<file path="src/trace_pkg.sv">
// ****************************************
// trace entry types shared by encoder, FIFO and regs
// payload is 64 bits, decoded by entry kind
// ****************************************
`default_nettype none

package trace_pkg;

  // reduced RVFI-style retirement record
  typedef struct packed {
    logic [31:0] pc;
    logic [31:0] insn;
    logic [4:0]  rd_addr;
    logic [31:0] rd_wdata;
    logic        trap;
    logic [1:0]  mode;
  } retire_t;

  typedef enum logic [1:0] {
    KIND_INSN = 2'd0,
    KIND_TRAP = 2'd1,
    KIND_WB   = 2'd2
  } entry_kind_e;

  // insn and trap entries use insn_view, writeback entries use wb_view
  typedef union packed {
    struct packed {
      logic [31:0] pc;
      logic [31:0] insn;
    } insn_view;
    struct packed {
      logic [26:0] pad;
      logic [4:0]  rd_addr;
      logic [31:0] wdata;
    } wb_view;
  } entry_payload_u;

  typedef struct packed {
    entry_kind_e    kind;
    entry_payload_u payload;
  } trace_entry_t;

endpackage

`default_nettype wire

</file>
<file path="src/trace_axil_pkg.sv">
// ****************************************
// register map of the trace AXI4-Lite slave
// offsets are byte addresses, word aligned
// ****************************************
`default_nettype none

package trace_axil_pkg;

  localparam logic [7:0] REG_CTRL      = 8'h00;
  localparam logic [7:0] REG_STATUS    = 8'h04;
  localparam logic [7:0] REG_DROPS     = 8'h08;
  localparam logic [7:0] REG_HEAD_KIND = 8'h0C;
  localparam logic [7:0] REG_HEAD_LO   = 8'h10;
  localparam logic [7:0] REG_HEAD_HI   = 8'h14;
  localparam logic [7:0] REG_FLUSH     = 8'h18;

  // CTRL field layout, mode_mask is indexed by privilege mode
  localparam int unsigned CTRL_W          = 6;
  localparam int unsigned CTRL_ENABLE_BIT = 0;
  localparam int unsigned CTRL_MODE_LSB   = 1;
  localparam int unsigned CTRL_MODE_MSB   = 4;
  localparam int unsigned CTRL_WB_EN_BIT  = 5;

  localparam logic [1:0] RESP_OKAY   = 2'b00;
  localparam logic [1:0] RESP_SLVERR = 2'b10;

endpackage

`default_nettype wire

</file>
<file path="src/trace_ifs.sv">
// ****************************************
// config and FIFO read interfaces
// pop and flush are single-cycle pulses
// ****************************************
`timescale 1ns/1ns
`default_nettype none

// configuration toward the encoder, drop report back
interface trace_cfg_if;

  logic       enable;
  logic [3:0] mode_mask;
  logic       wb_en;
  logic       drop_pulse;

  modport regs (
    output enable,
    output mode_mask,
    output wb_en,
    input  drop_pulse
  );

  modport encoder (
    input  enable,
    input  mode_mask,
    input  wb_en,
    output drop_pulse
  );

endinterface

// FIFO read side as seen by the register block
interface trace_rd_if import trace_pkg::*; #(
  parameter int unsigned FifoDepth = 16
);

  localparam int unsigned CountW = $clog2(FifoDepth) + 1;

  logic              pop;
  logic              flush;
  trace_entry_t      head;
  logic              empty;
  logic [CountW-1:0] count;

  modport regs (
    output pop,
    output flush,
    input  head,
    input  empty,
    input  count
  );

  modport fifo (
    input  pop,
    input  flush,
    output head,
    output empty,
    output count
  );

endinterface

`default_nettype wire

</file>
<file path="src/trace_encoder.sv">
// ****************************************
// one register stage between retirement and FIFO
// no stall toward the core, short space drops
// the whole retirement
// ****************************************
`timescale 1ns/1ns
`default_nettype none

module trace_encoder import trace_pkg::*; (
  input  logic                  clk_i,
  input  logic                  arst_n_i,

  input  logic                  retire_valid_i,
  input  retire_t               retire_i,

  trace_cfg_if.encoder          cfg,

  input  logic [1:0]            free_i,
  output logic                  wr_en_o,
  output logic                  wr_two_o,
  output trace_entry_t          wr_entry0_o,
  output trace_entry_t          wr_entry1_o
);

  logic    accept;
  logic    want_wb;
  logic    valid_q;
  logic    two_q;
  retire_t ret_q;
  logic [1:0] need;
  logic    fits;

  // filter by enable and privilege mode
  assign accept  = retire_valid_i & cfg.enable & cfg.mode_mask[retire_i.mode];

  // writeback entry only for a real register write without trap
  assign want_wb = cfg.wb_en & (retire_i.rd_addr != 5'd0) & ~retire_i.trap;

  always_ff @(posedge clk_i or negedge arst_n_i) begin
    if (!arst_n_i) begin
      valid_q <= 1'b0;
      two_q   <= 1'b0;
    end else begin
      valid_q <= accept;
      two_q   <= accept & want_wb;
    end
  end

  always_ff @(posedge clk_i) begin
    if (accept) begin
      ret_q <= retire_i;
    end
  end

  assign need = two_q ? 2'd2 : 2'd1;
  assign fits = (free_i >= need);

  assign wr_en_o        = valid_q & fits;
  assign wr_two_o       = valid_q & two_q & fits;
  assign cfg.drop_pulse = valid_q & ~fits;

  always_comb begin
    wr_entry0_o = '0;
    wr_entry0_o.kind = ret_q.trap ? KIND_TRAP : KIND_INSN;
    wr_entry0_o.payload.insn_view.pc   = ret_q.pc;
    wr_entry0_o.payload.insn_view.insn = ret_q.insn;

    // pad bits stay zero from the default above
    wr_entry1_o = '0;
    wr_entry1_o.kind = KIND_WB;
    wr_entry1_o.payload.wb_view.rd_addr = ret_q.rd_addr;
    wr_entry1_o.payload.wb_view.wdata   = ret_q.rd_wdata;
  end

endmodule

`default_nettype wire

</file>
<file path="src/trace_fifo.sv">
// ****************************************
// FifoDepth must be a power of two
// writer must respect free_o, no overflow check
// ****************************************
`timescale 1ns/1ns
`default_nettype none

module trace_fifo import trace_pkg::*; #(
  parameter int unsigned FifoDepth = 16
) (
  input  logic         clk_i,
  input  logic         arst_n_i,

  input  logic         wr_en_i,
  input  logic         wr_two_i,
  input  trace_entry_t wr_entry0_i,
  input  trace_entry_t wr_entry1_i,
  output logic [1:0]   free_o,

  trace_rd_if.fifo     rd
);

  localparam int unsigned PtrW   = $clog2(FifoDepth);
  localparam int unsigned CountW = PtrW + 1;
  localparam logic [CountW-1:0] Depth = CountW'(FifoDepth);

  trace_entry_t      mem [FifoDepth];
  logic [PtrW-1:0]   wr_ptr_q;
  logic [PtrW-1:0]   wr_ptr_nxt;
  logic [PtrW-1:0]   rd_ptr_q;
  logic [CountW-1:0] count_q;
  logic [CountW-1:0] wr_num;
  logic [CountW-1:0] space;
  logic              do_pop;

  assign wr_num     = wr_en_i ? (wr_two_i ? CountW'(2) : CountW'(1)) : '0;
  assign wr_ptr_nxt = wr_ptr_q + PtrW'(1);
  assign do_pop     = rd.pop & (count_q != '0);

  always_ff @(posedge clk_i or negedge arst_n_i) begin
    if (!arst_n_i) begin
      wr_ptr_q <= '0;
      rd_ptr_q <= '0;
      count_q  <= '0;
    end else if (rd.flush) begin
      // flush wins over a write in the same cycle
      wr_ptr_q <= '0;
      rd_ptr_q <= '0;
      count_q  <= '0;
    end else begin
      wr_ptr_q <= wr_ptr_q + PtrW'(wr_num);
      rd_ptr_q <= rd_ptr_q + PtrW'(do_pop);
      count_q  <= count_q + wr_num - CountW'(do_pop);
    end
  end

  always_ff @(posedge clk_i) begin
    if (wr_en_i && !rd.flush) begin
      mem[wr_ptr_q] <= wr_entry0_i;
      if (wr_two_i) begin
        mem[wr_ptr_nxt] <= wr_entry1_i;
      end
    end
  end

  assign space  = Depth - count_q;
  assign free_o = (space >= CountW'(2)) ? 2'd2 : space[1:0];

  assign rd.head  = mem[rd_ptr_q];
  assign rd.empty = (count_q == '0);
  assign rd.count = count_q;

endmodule

`default_nettype wire

</file>
<file path="src/trace_regs.sv">
// ****************************************
// AXI4-Lite slave, 8-bit byte addresses, no wstrb
// one outstanding write and one outstanding read
// reading HEAD_HI pops the FIFO
// ****************************************
`timescale 1ns/1ns
`default_nettype none

module trace_regs
  import trace_pkg::*;
  import trace_axil_pkg::*;
#(
  parameter int unsigned FifoDepth = 16
) (
  input  logic        clk_i,
  input  logic        arst_n_i,

  input  logic [7:0]  awaddr_i,
  input  logic        awvalid_i,
  output logic        awready_o,
  input  logic [31:0] wdata_i,
  input  logic        wvalid_i,
  output logic        wready_o,
  output logic [1:0]  bresp_o,
  output logic        bvalid_o,
  input  logic        bready_i,
  input  logic [7:0]  araddr_i,
  input  logic        arvalid_i,
  output logic        arready_o,
  output logic [31:0] rdata_o,
  output logic [1:0]  rresp_o,
  output logic        rvalid_o,
  input  logic        rready_i,

  trace_cfg_if.regs   cfg,
  trace_rd_if.regs    rd
);

  localparam int unsigned CountW = $clog2(FifoDepth) + 1;

  logic [CTRL_W-1:0] ctrl_q;
  logic [31:0]       drops_q;
  logic              bvalid_q;
  logic              rvalid_q;
  logic [1:0]        bresp_q;
  logic [1:0]        rresp_q;
  logic [31:0]       rdata_q;
  logic              wr_accept;
  logic              rd_accept;
  logic              wr_ok;
  logic              rd_ok;
  logic [31:0]       rd_word;
  logic [CountW-1:0] count;
  trace_entry_t      head;

  // write needs both channels and a free response slot
  assign wr_accept = awvalid_i & wvalid_i & ~bvalid_q;
  assign rd_accept = arvalid_i & ~rvalid_q;
  assign awready_o = wr_accept;
  assign wready_o  = wr_accept;
  assign arready_o = rd_accept;

  assign wr_ok = (awaddr_i == REG_CTRL) | (awaddr_i == REG_DROPS) | (awaddr_i == REG_FLUSH);

  assign rd.flush = wr_accept & (awaddr_i == REG_FLUSH) & wdata_i[0];
  assign rd.pop   = rd_accept & (araddr_i == REG_HEAD_HI) & ~rd.empty;

  assign cfg.enable    = ctrl_q[CTRL_ENABLE_BIT];
  assign cfg.mode_mask = ctrl_q[CTRL_MODE_MSB:CTRL_MODE_LSB];
  assign cfg.wb_en     = ctrl_q[CTRL_WB_EN_BIT];

  // head window reads as zero while empty
  assign head  = rd.empty ? '0 : rd.head;
  assign count = rd.count;

  always_comb begin
    rd_ok   = 1'b1;
    rd_word = '0;
    case (araddr_i)
      REG_CTRL:      rd_word = 32'(ctrl_q);
      REG_STATUS:    rd_word = {15'b0, rd.empty, 16'(count)};
      REG_DROPS:     rd_word = drops_q;
      REG_HEAD_KIND: rd_word = 32'(head.kind);
      REG_HEAD_LO: begin
        if (head.kind == KIND_WB) begin
          rd_word = head.payload.wb_view.wdata;
        end else begin
          rd_word = head.payload.insn_view.insn;
        end
      end
      REG_HEAD_HI: begin
        if (head.kind == KIND_WB) begin
          rd_word = 32'(head.payload.wb_view.rd_addr);
        end else begin
          rd_word = head.payload.insn_view.pc;
        end
      end
      REG_FLUSH:     rd_word = '0;
      default:       rd_ok = 1'b0;
    endcase
  end

  always_ff @(posedge clk_i or negedge arst_n_i) begin
    if (!arst_n_i) begin
      ctrl_q   <= '0;
      drops_q  <= '0;
      bvalid_q <= 1'b0;
      rvalid_q <= 1'b0;
    end else begin
      if (wr_accept && awaddr_i == REG_CTRL) begin
        ctrl_q <= wdata_i[CTRL_W-1:0];
      end

      // any write clears, otherwise count up and stick at max
      if (wr_accept && awaddr_i == REG_DROPS) begin
        drops_q <= '0;
      end else if (cfg.drop_pulse && drops_q != '1) begin
        drops_q <= drops_q + 32'd1;
      end

      if (wr_accept) begin
        bvalid_q <= 1'b1;
      end else if (bready_i) begin
        bvalid_q <= 1'b0;
      end

      if (rd_accept) begin
        rvalid_q <= 1'b1;
      end else if (rready_i) begin
        rvalid_q <= 1'b0;
      end
    end
  end

  always_ff @(posedge clk_i) begin
    if (wr_accept) begin
      bresp_q <= wr_ok ? RESP_OKAY : RESP_SLVERR;
    end
    if (rd_accept) begin
      rdata_q <= rd_word;
      rresp_q <= rd_ok ? RESP_OKAY : RESP_SLVERR;
    end
  end

  assign bvalid_o = bvalid_q;
  assign bresp_o  = bresp_q;
  assign rvalid_o = rvalid_q;
  assign rdata_o  = rdata_q;
  assign rresp_o  = rresp_q;

endmodule

`default_nettype wire

</file>
<file path="src/trace_top.sv">
// ****************************************
// trace tap top, core retirement port as plain ports
// FifoDepth must be a power of two, at most 32768
// ****************************************
`timescale 1ns/1ns
`default_nettype none

module trace_top import trace_pkg::*; #(
  parameter int unsigned FifoDepth = 16
) (
  input  logic        clk_i,
  input  logic        arst_n_i,

  // retirement port of the core
  input  logic        retire_valid_i,
  input  logic [31:0] retire_pc_i,
  input  logic [31:0] retire_insn_i,
  input  logic [4:0]  retire_rd_addr_i,
  input  logic [31:0] retire_rd_wdata_i,
  input  logic        retire_trap_i,
  input  logic [1:0]  retire_mode_i,

  // AXI4-Lite register access
  input  logic [7:0]  awaddr_i,
  input  logic        awvalid_i,
  output logic        awready_o,
  input  logic [31:0] wdata_i,
  input  logic        wvalid_i,
  output logic        wready_o,
  output logic [1:0]  bresp_o,
  output logic        bvalid_o,
  input  logic        bready_i,
  input  logic [7:0]  araddr_i,
  input  logic        arvalid_i,
  output logic        arready_o,
  output logic [31:0] rdata_o,
  output logic [1:0]  rresp_o,
  output logic        rvalid_o,
  input  logic        rready_i
);

  retire_t      retire;
  logic         wr_en;
  logic         wr_two;
  trace_entry_t wr_entry0;
  trace_entry_t wr_entry1;
  logic [1:0]   free;

  trace_cfg_if cfg_if ();
  trace_rd_if #(.FifoDepth(FifoDepth)) rd_if ();

  assign retire = '{
    pc:       retire_pc_i,
    insn:     retire_insn_i,
    rd_addr:  retire_rd_addr_i,
    rd_wdata: retire_rd_wdata_i,
    trap:     retire_trap_i,
    mode:     retire_mode_i
  };

  trace_encoder u_trace_encoder (
    .clk_i,
    .arst_n_i,
    .retire_valid_i,
    .retire_i    (retire),
    .cfg         (cfg_if.encoder),
    .free_i      (free),
    .wr_en_o     (wr_en),
    .wr_two_o    (wr_two),
    .wr_entry0_o (wr_entry0),
    .wr_entry1_o (wr_entry1)
  );

  trace_fifo #(
    .FifoDepth (FifoDepth)
  ) u_trace_fifo (
    .clk_i,
    .arst_n_i,
    .wr_en_i     (wr_en),
    .wr_two_i    (wr_two),
    .wr_entry0_i (wr_entry0),
    .wr_entry1_i (wr_entry1),
    .free_o      (free),
    .rd          (rd_if.fifo)
  );

  trace_regs #(
    .FifoDepth (FifoDepth)
  ) u_trace_regs (
    .clk_i,
    .arst_n_i,
    .awaddr_i,
    .awvalid_i,
    .awready_o,
    .wdata_i,
    .wvalid_i,
    .wready_o,
    .bresp_o,
    .bvalid_o,
    .bready_i,
    .araddr_i,
    .arvalid_i,
    .arready_o,
    .rdata_o,
    .rresp_o,
    .rvalid_o,
    .rready_i,
    .cfg (cfg_if.regs),
    .rd  (rd_if.regs)
  );

endmodule

`default_nettype wire

</file>
<file path="config.mk">
export PLATFORM = sky130hd
export DESIGN_NAME = trace_top
export DESIGN_NICKNAME = d
export VERILOG_FILES = /design/src/trace_pkg.sv /design/src/trace_axil_pkg.sv /design/src/trace_ifs.sv /design/src/trace_encoder.sv /design/src/trace_fifo.sv /design/src/trace_regs.sv /design/src/trace_top.sv
export SDC_FILE = /design/constraint.sdc
export NUM_CORES = 2
export LEC_CHECK = 0
export BUFFER_PORTS_ARGS = -buffer_cell sky130_fd_sc_hd__buf_2
export CELL_PAD_IN_SITES_DETAIL_PLACEMENT = 1
export CELL_PAD_IN_SITES_GLOBAL_PLACEMENT = 1
export CORE_MARGIN = 2
export CORE_UTILIZATION = 58
export DETAILED_ROUTE_END_ITERATION = 6
export HOLD_SLACK_MARGIN = 0.03
export PLACE_DENSITY = 0.94
export SLEW_MARGIN = 25
export SYNTH_ARGS = -nofsm -noshare
export SYNTH_HDL_FRONTEND = slang
export SYNTH_HIERARCHICAL = 1
export SYNTH_SLANG_ARGS = --single-unit
export TNS_END_PERCENT = 10
</file>
<file path="constraint.sdc">
create_clock -name clk_i -period 22.3 [get_ports clk_i]
set_input_delay 2.23 -clock clk_i [delete_from_list [all_inputs] [get_ports clk_i]]
set_output_delay 2.23 -clock clk_i [all_outputs]
set_load 0.01 [all_outputs]
</file>
==> parameters.txt <==
Parameter                              Value

Yosys
  Total number of yosys warnings ... 6
  Mapped Area ... 61000 um^2
  Post-synth EDFFs ... 1192
  Primary FF master, synth ... edfxtp_1
  Synthesized netlist cell count ... 3619
  Sequential cell area fraction in the yosys report ... 0.609
  Register bit total from synthesis ... 1247
  Asr flop ratio synth ... 0.0441
  Syn avg cell area ... 16.9 um^2
  Distinct cell type count of the synthesized netlist ... 66

Setup path
  Critical Path Max Stage Delay ... 0.78 ns
  Launching element type of the critical path ... flip-flop
  CP max FO ... 38
  WS Path Type ... flip-flop to flip-flop
  Critical-path cell with the highest stage delay ... buf_4
  Required time of the critical path ... 22.81 ns
  CP top delay family ... simple AND/OR/NAND/NOR gates
  Most repeated library cell on the critical path ... ha_1
  Critical path endpoint category ... flip-flop
  CP cell instances ... inv_1 -> ha_1 -> and2_1 -> ha_1 -> nand3_1 -> nor3_1 -> inv_1 -> ha_1 -> nand2b_1 -> a21oi_1 -> nor2b_1 -> nor3b_2 -> nand2_1 -> nor2_4 -> buf_4 -> buf_4 -> mux2_2
  Critical path buffers and inverters ... 4
  Worst Path Arrival ... 7.00 ns

STA
  Relative slew slack ... 0.195
  Max Freq ... 154 MHz
  Min Tclk post-route ... 6.49 ns
  Post-Route Hold Slack ... 0.568 ns
  Endpoints failing hold ... 0
  Final setup TNS ... 0 ns
  Post-route setup slack ... 15.81 ns
  Largest clock skew in the final design ... 0.0555 ns
  Setup repair after global routing missed its margin ... false
  Final setup violation count ... 0
  Portion of the clock cycle consumed by the worst path in the final layout ... 0.291
  Worst-margin pin slew ... 1.21 ns
  Pins over their slew limit ... 0

Place
  Worst slack at placement ... 15.87 ns
  Number of buffers added on ports ... 172
  Weighted congestion at the end of routability-driven global placement ... 0.846
  Cell area reported after detailed placement ... 62800 um^2
  HPWL after detailed placement ... 112000 um

GRT
  Initial antenna violation count ... 32
  Remaining global-route overflow ... 0
  Total global-route track usage ... 0.411
  Via count of the first global-routing pass ... 41700
  Wire length of the first global-routing pass ... 313000 um
  Maximum number of pins on one net before global-route repair ... 67

Route
  Overall via count from detail_route ... 40900
  Avg Vias per Cell ... 7.96
  Count of nets left with antenna violations after detail routing ... 0
  WL per Instance ... 45.9 um
  DRC ... 1
  TritonRoute pass-1 iters ... 7
  Count of routing violations after the opening detailed-route iteration ... 7953
  Final WL ... 236000 um

Clocking
  Post-CTS Hold Fix Bufs ... 0
  Clock root buffer master ... clkbuf_16
  Clock Path Buffers ... 3
  TritonCTS Buffers ... 133
  Resized Gates After CTS ... 0
  Buffers inserted by post-CTS timing repair ... 0
  Clock tree from TritonCTS ... built
  Register clock-pin slew on the reported worst setup and hold paths ... 0.07 ns
  Clk_lat worst skew ... 0.80 ns
  H-tree depth ... 4
  # clock sinks ... 1247

Die
  Vertical extent of the die ... 328 um
  Starting density of the core ... 0.587
  Standard cell core area ... 104000 um^2
  Full die area ... 108000 um^2
  Die width ... 328 um
  Standard-cell row count ... 118
  Boundary Pins ... 201

Min path
  Hold crit path type ... flip-flop to flip-flop

Outcome
  Run status ... complete, but fails checks
  Violated checks ... DRC

Finish
  Final nets ... 3829
  Highest-count cells in the layout ignoring fill and taps ... edfxtp_1 (1192), mux2_2 (1044), mux4_2 (264), buf_2 (172), a22oi_1 (164)
  Area delta synth->final ... 9.66%
  Final Instance Area ... 66900 um^2
  Most common library cell in the layout ignoring fill and taps ... edfxtp_1
  Fraction of layout instances using a drive strength above 1 ... 0.480
  Fillers ... 8739

Power
  VDD IR max ... 0.0000806 V
  P_leak ... 21.3 nW
  Power Dens Cells ... 73.8 nW/um^2

Job
  Max-capacitance violation count ... 0
-- final cells by class --
| type | instances | area [um^2] | area share |
|---|---|---|---|
| inverters | 20 | 75.1 | 0.00112 |
| diodes | 12 | 30.0 | 0.000449 |
| clock buffers | 177 | 3610 | 0.0539 |
| well taps | 1380 | 1730 | 0.0258 |
| clock inverters | 59 | 397 | 0.00593 |
| flip-flops and latches | 1247 | 37200 | 0.556 |
| repair buffers | 258 | 1620 | 0.0242 |
| multi-input cells | 1990 | 22300 | 0.333 |
-- synth_stat cells (all sizes together) (9+ instances only) --
library cell / n / area, um^2
edfxtp: 1192 / 35800
mux2: 1062 / 12000
mux4: 264 / 5950
clkbuf: 209 / 785
buf: 182 / 1120
a22oi: 164 / 1230
nand2: 119 / 447
dfrtp: 55 / 1380
nor2: 51 / 194
o21ai: 51 / 255
nand3: 37 / 185
a21oi: 26 / 130
or3: 21 / 136
inv: 20 / 75.1
nor3: 19 / 138
ha: 17 / 213
nor2b: 14 / 87.6
nand4: 10 / 62.6
nor3b: 9 / 92.6
-- path summary, 6_finish.rpt --
check	start	end	slack [ns]	depth (start not counted)
worst max-delay path	u_trace_fifo/rd.count[1]	u_trace_fifo/mem[8][6]	15.81	17
worst min-delay path	u_trace_regs/rvalid_o	u_trace_regs/rvalid_o	0.57	1
worst max register to register	u_trace_fifo/rd.count[1]	u_trace_fifo/mem[8][6]	15.81	17
worst min register to register	u_trace_regs/rvalid_o	u_trace_regs/rvalid_o	0.57	1
max in group asynchronous	arst_n_i	u_trace_fifo/rd_ptr_q[0]	20.08	2
min in group asynchronous	arst_n_i	u_trace_regs/rvalid_o	1.57	2
-- registers in the layout, indices dropped and copies added, names as in the netlist, 4 cells and up --
| register | flops |
|---|---|
| u_trace_encoder/wr_entry0_o | 64 |
| u_trace_encoder/wr_entry1_o | 37 |
| u_trace_fifo/mem | 1056 |
| u_trace_fifo/rd.count | 5 |
| u_trace_fifo/rd_ptr_q | 4 |
| u_trace_fifo/wr_ptr_q | 4 |
| u_trace_regs/ctrl_q | 6 |
| u_trace_regs/drops_q | 32 |
| u_trace_regs/rdata_o | 32 |
-- where the power goes --
part | internal, mW | switching [mW] | leakage (nW)
combinational | 0.0642 | 0.105 | 8.01
sequential | 2.54 | 0.0164 | 11.3
clock | 1.17 | 1.05 | 1.97
total | 3.77 | 1.17 | 21.3
-- stage by stage --
step	total power, mW	utilization	cells
after detailed placement	2.75	0.604	4892
after floorplan	2.70	-	3648
after global routing	5.01	0.644	5132
after CTS	4.87	0.643	5128
after global placement	2.74	0.603	4889
final	4.94	0.644	5143
-- metal layers --
metal,routed length [um],track usage,up-vias
met3,35500,0.136,1475
met1,73700,0.491,20300
met2,106000,0.634,4668
met4,21000,0.282,36
li1,-,-,14500
met5,217,0,-
-- cells by family after synthesis --
family,share of synthesized area
XOR/XNOR,0.00158
AND/OR/NAND/NOR,0.0276
buffers and inverters,0.0324
adder cells (fa/ha/maj),0.00414
other,0.000185
multiplexers,0.295
AO/OA/AOI/OAI,0.0305
flip-flops,0.609
Power figures use the tool's default switching activity.
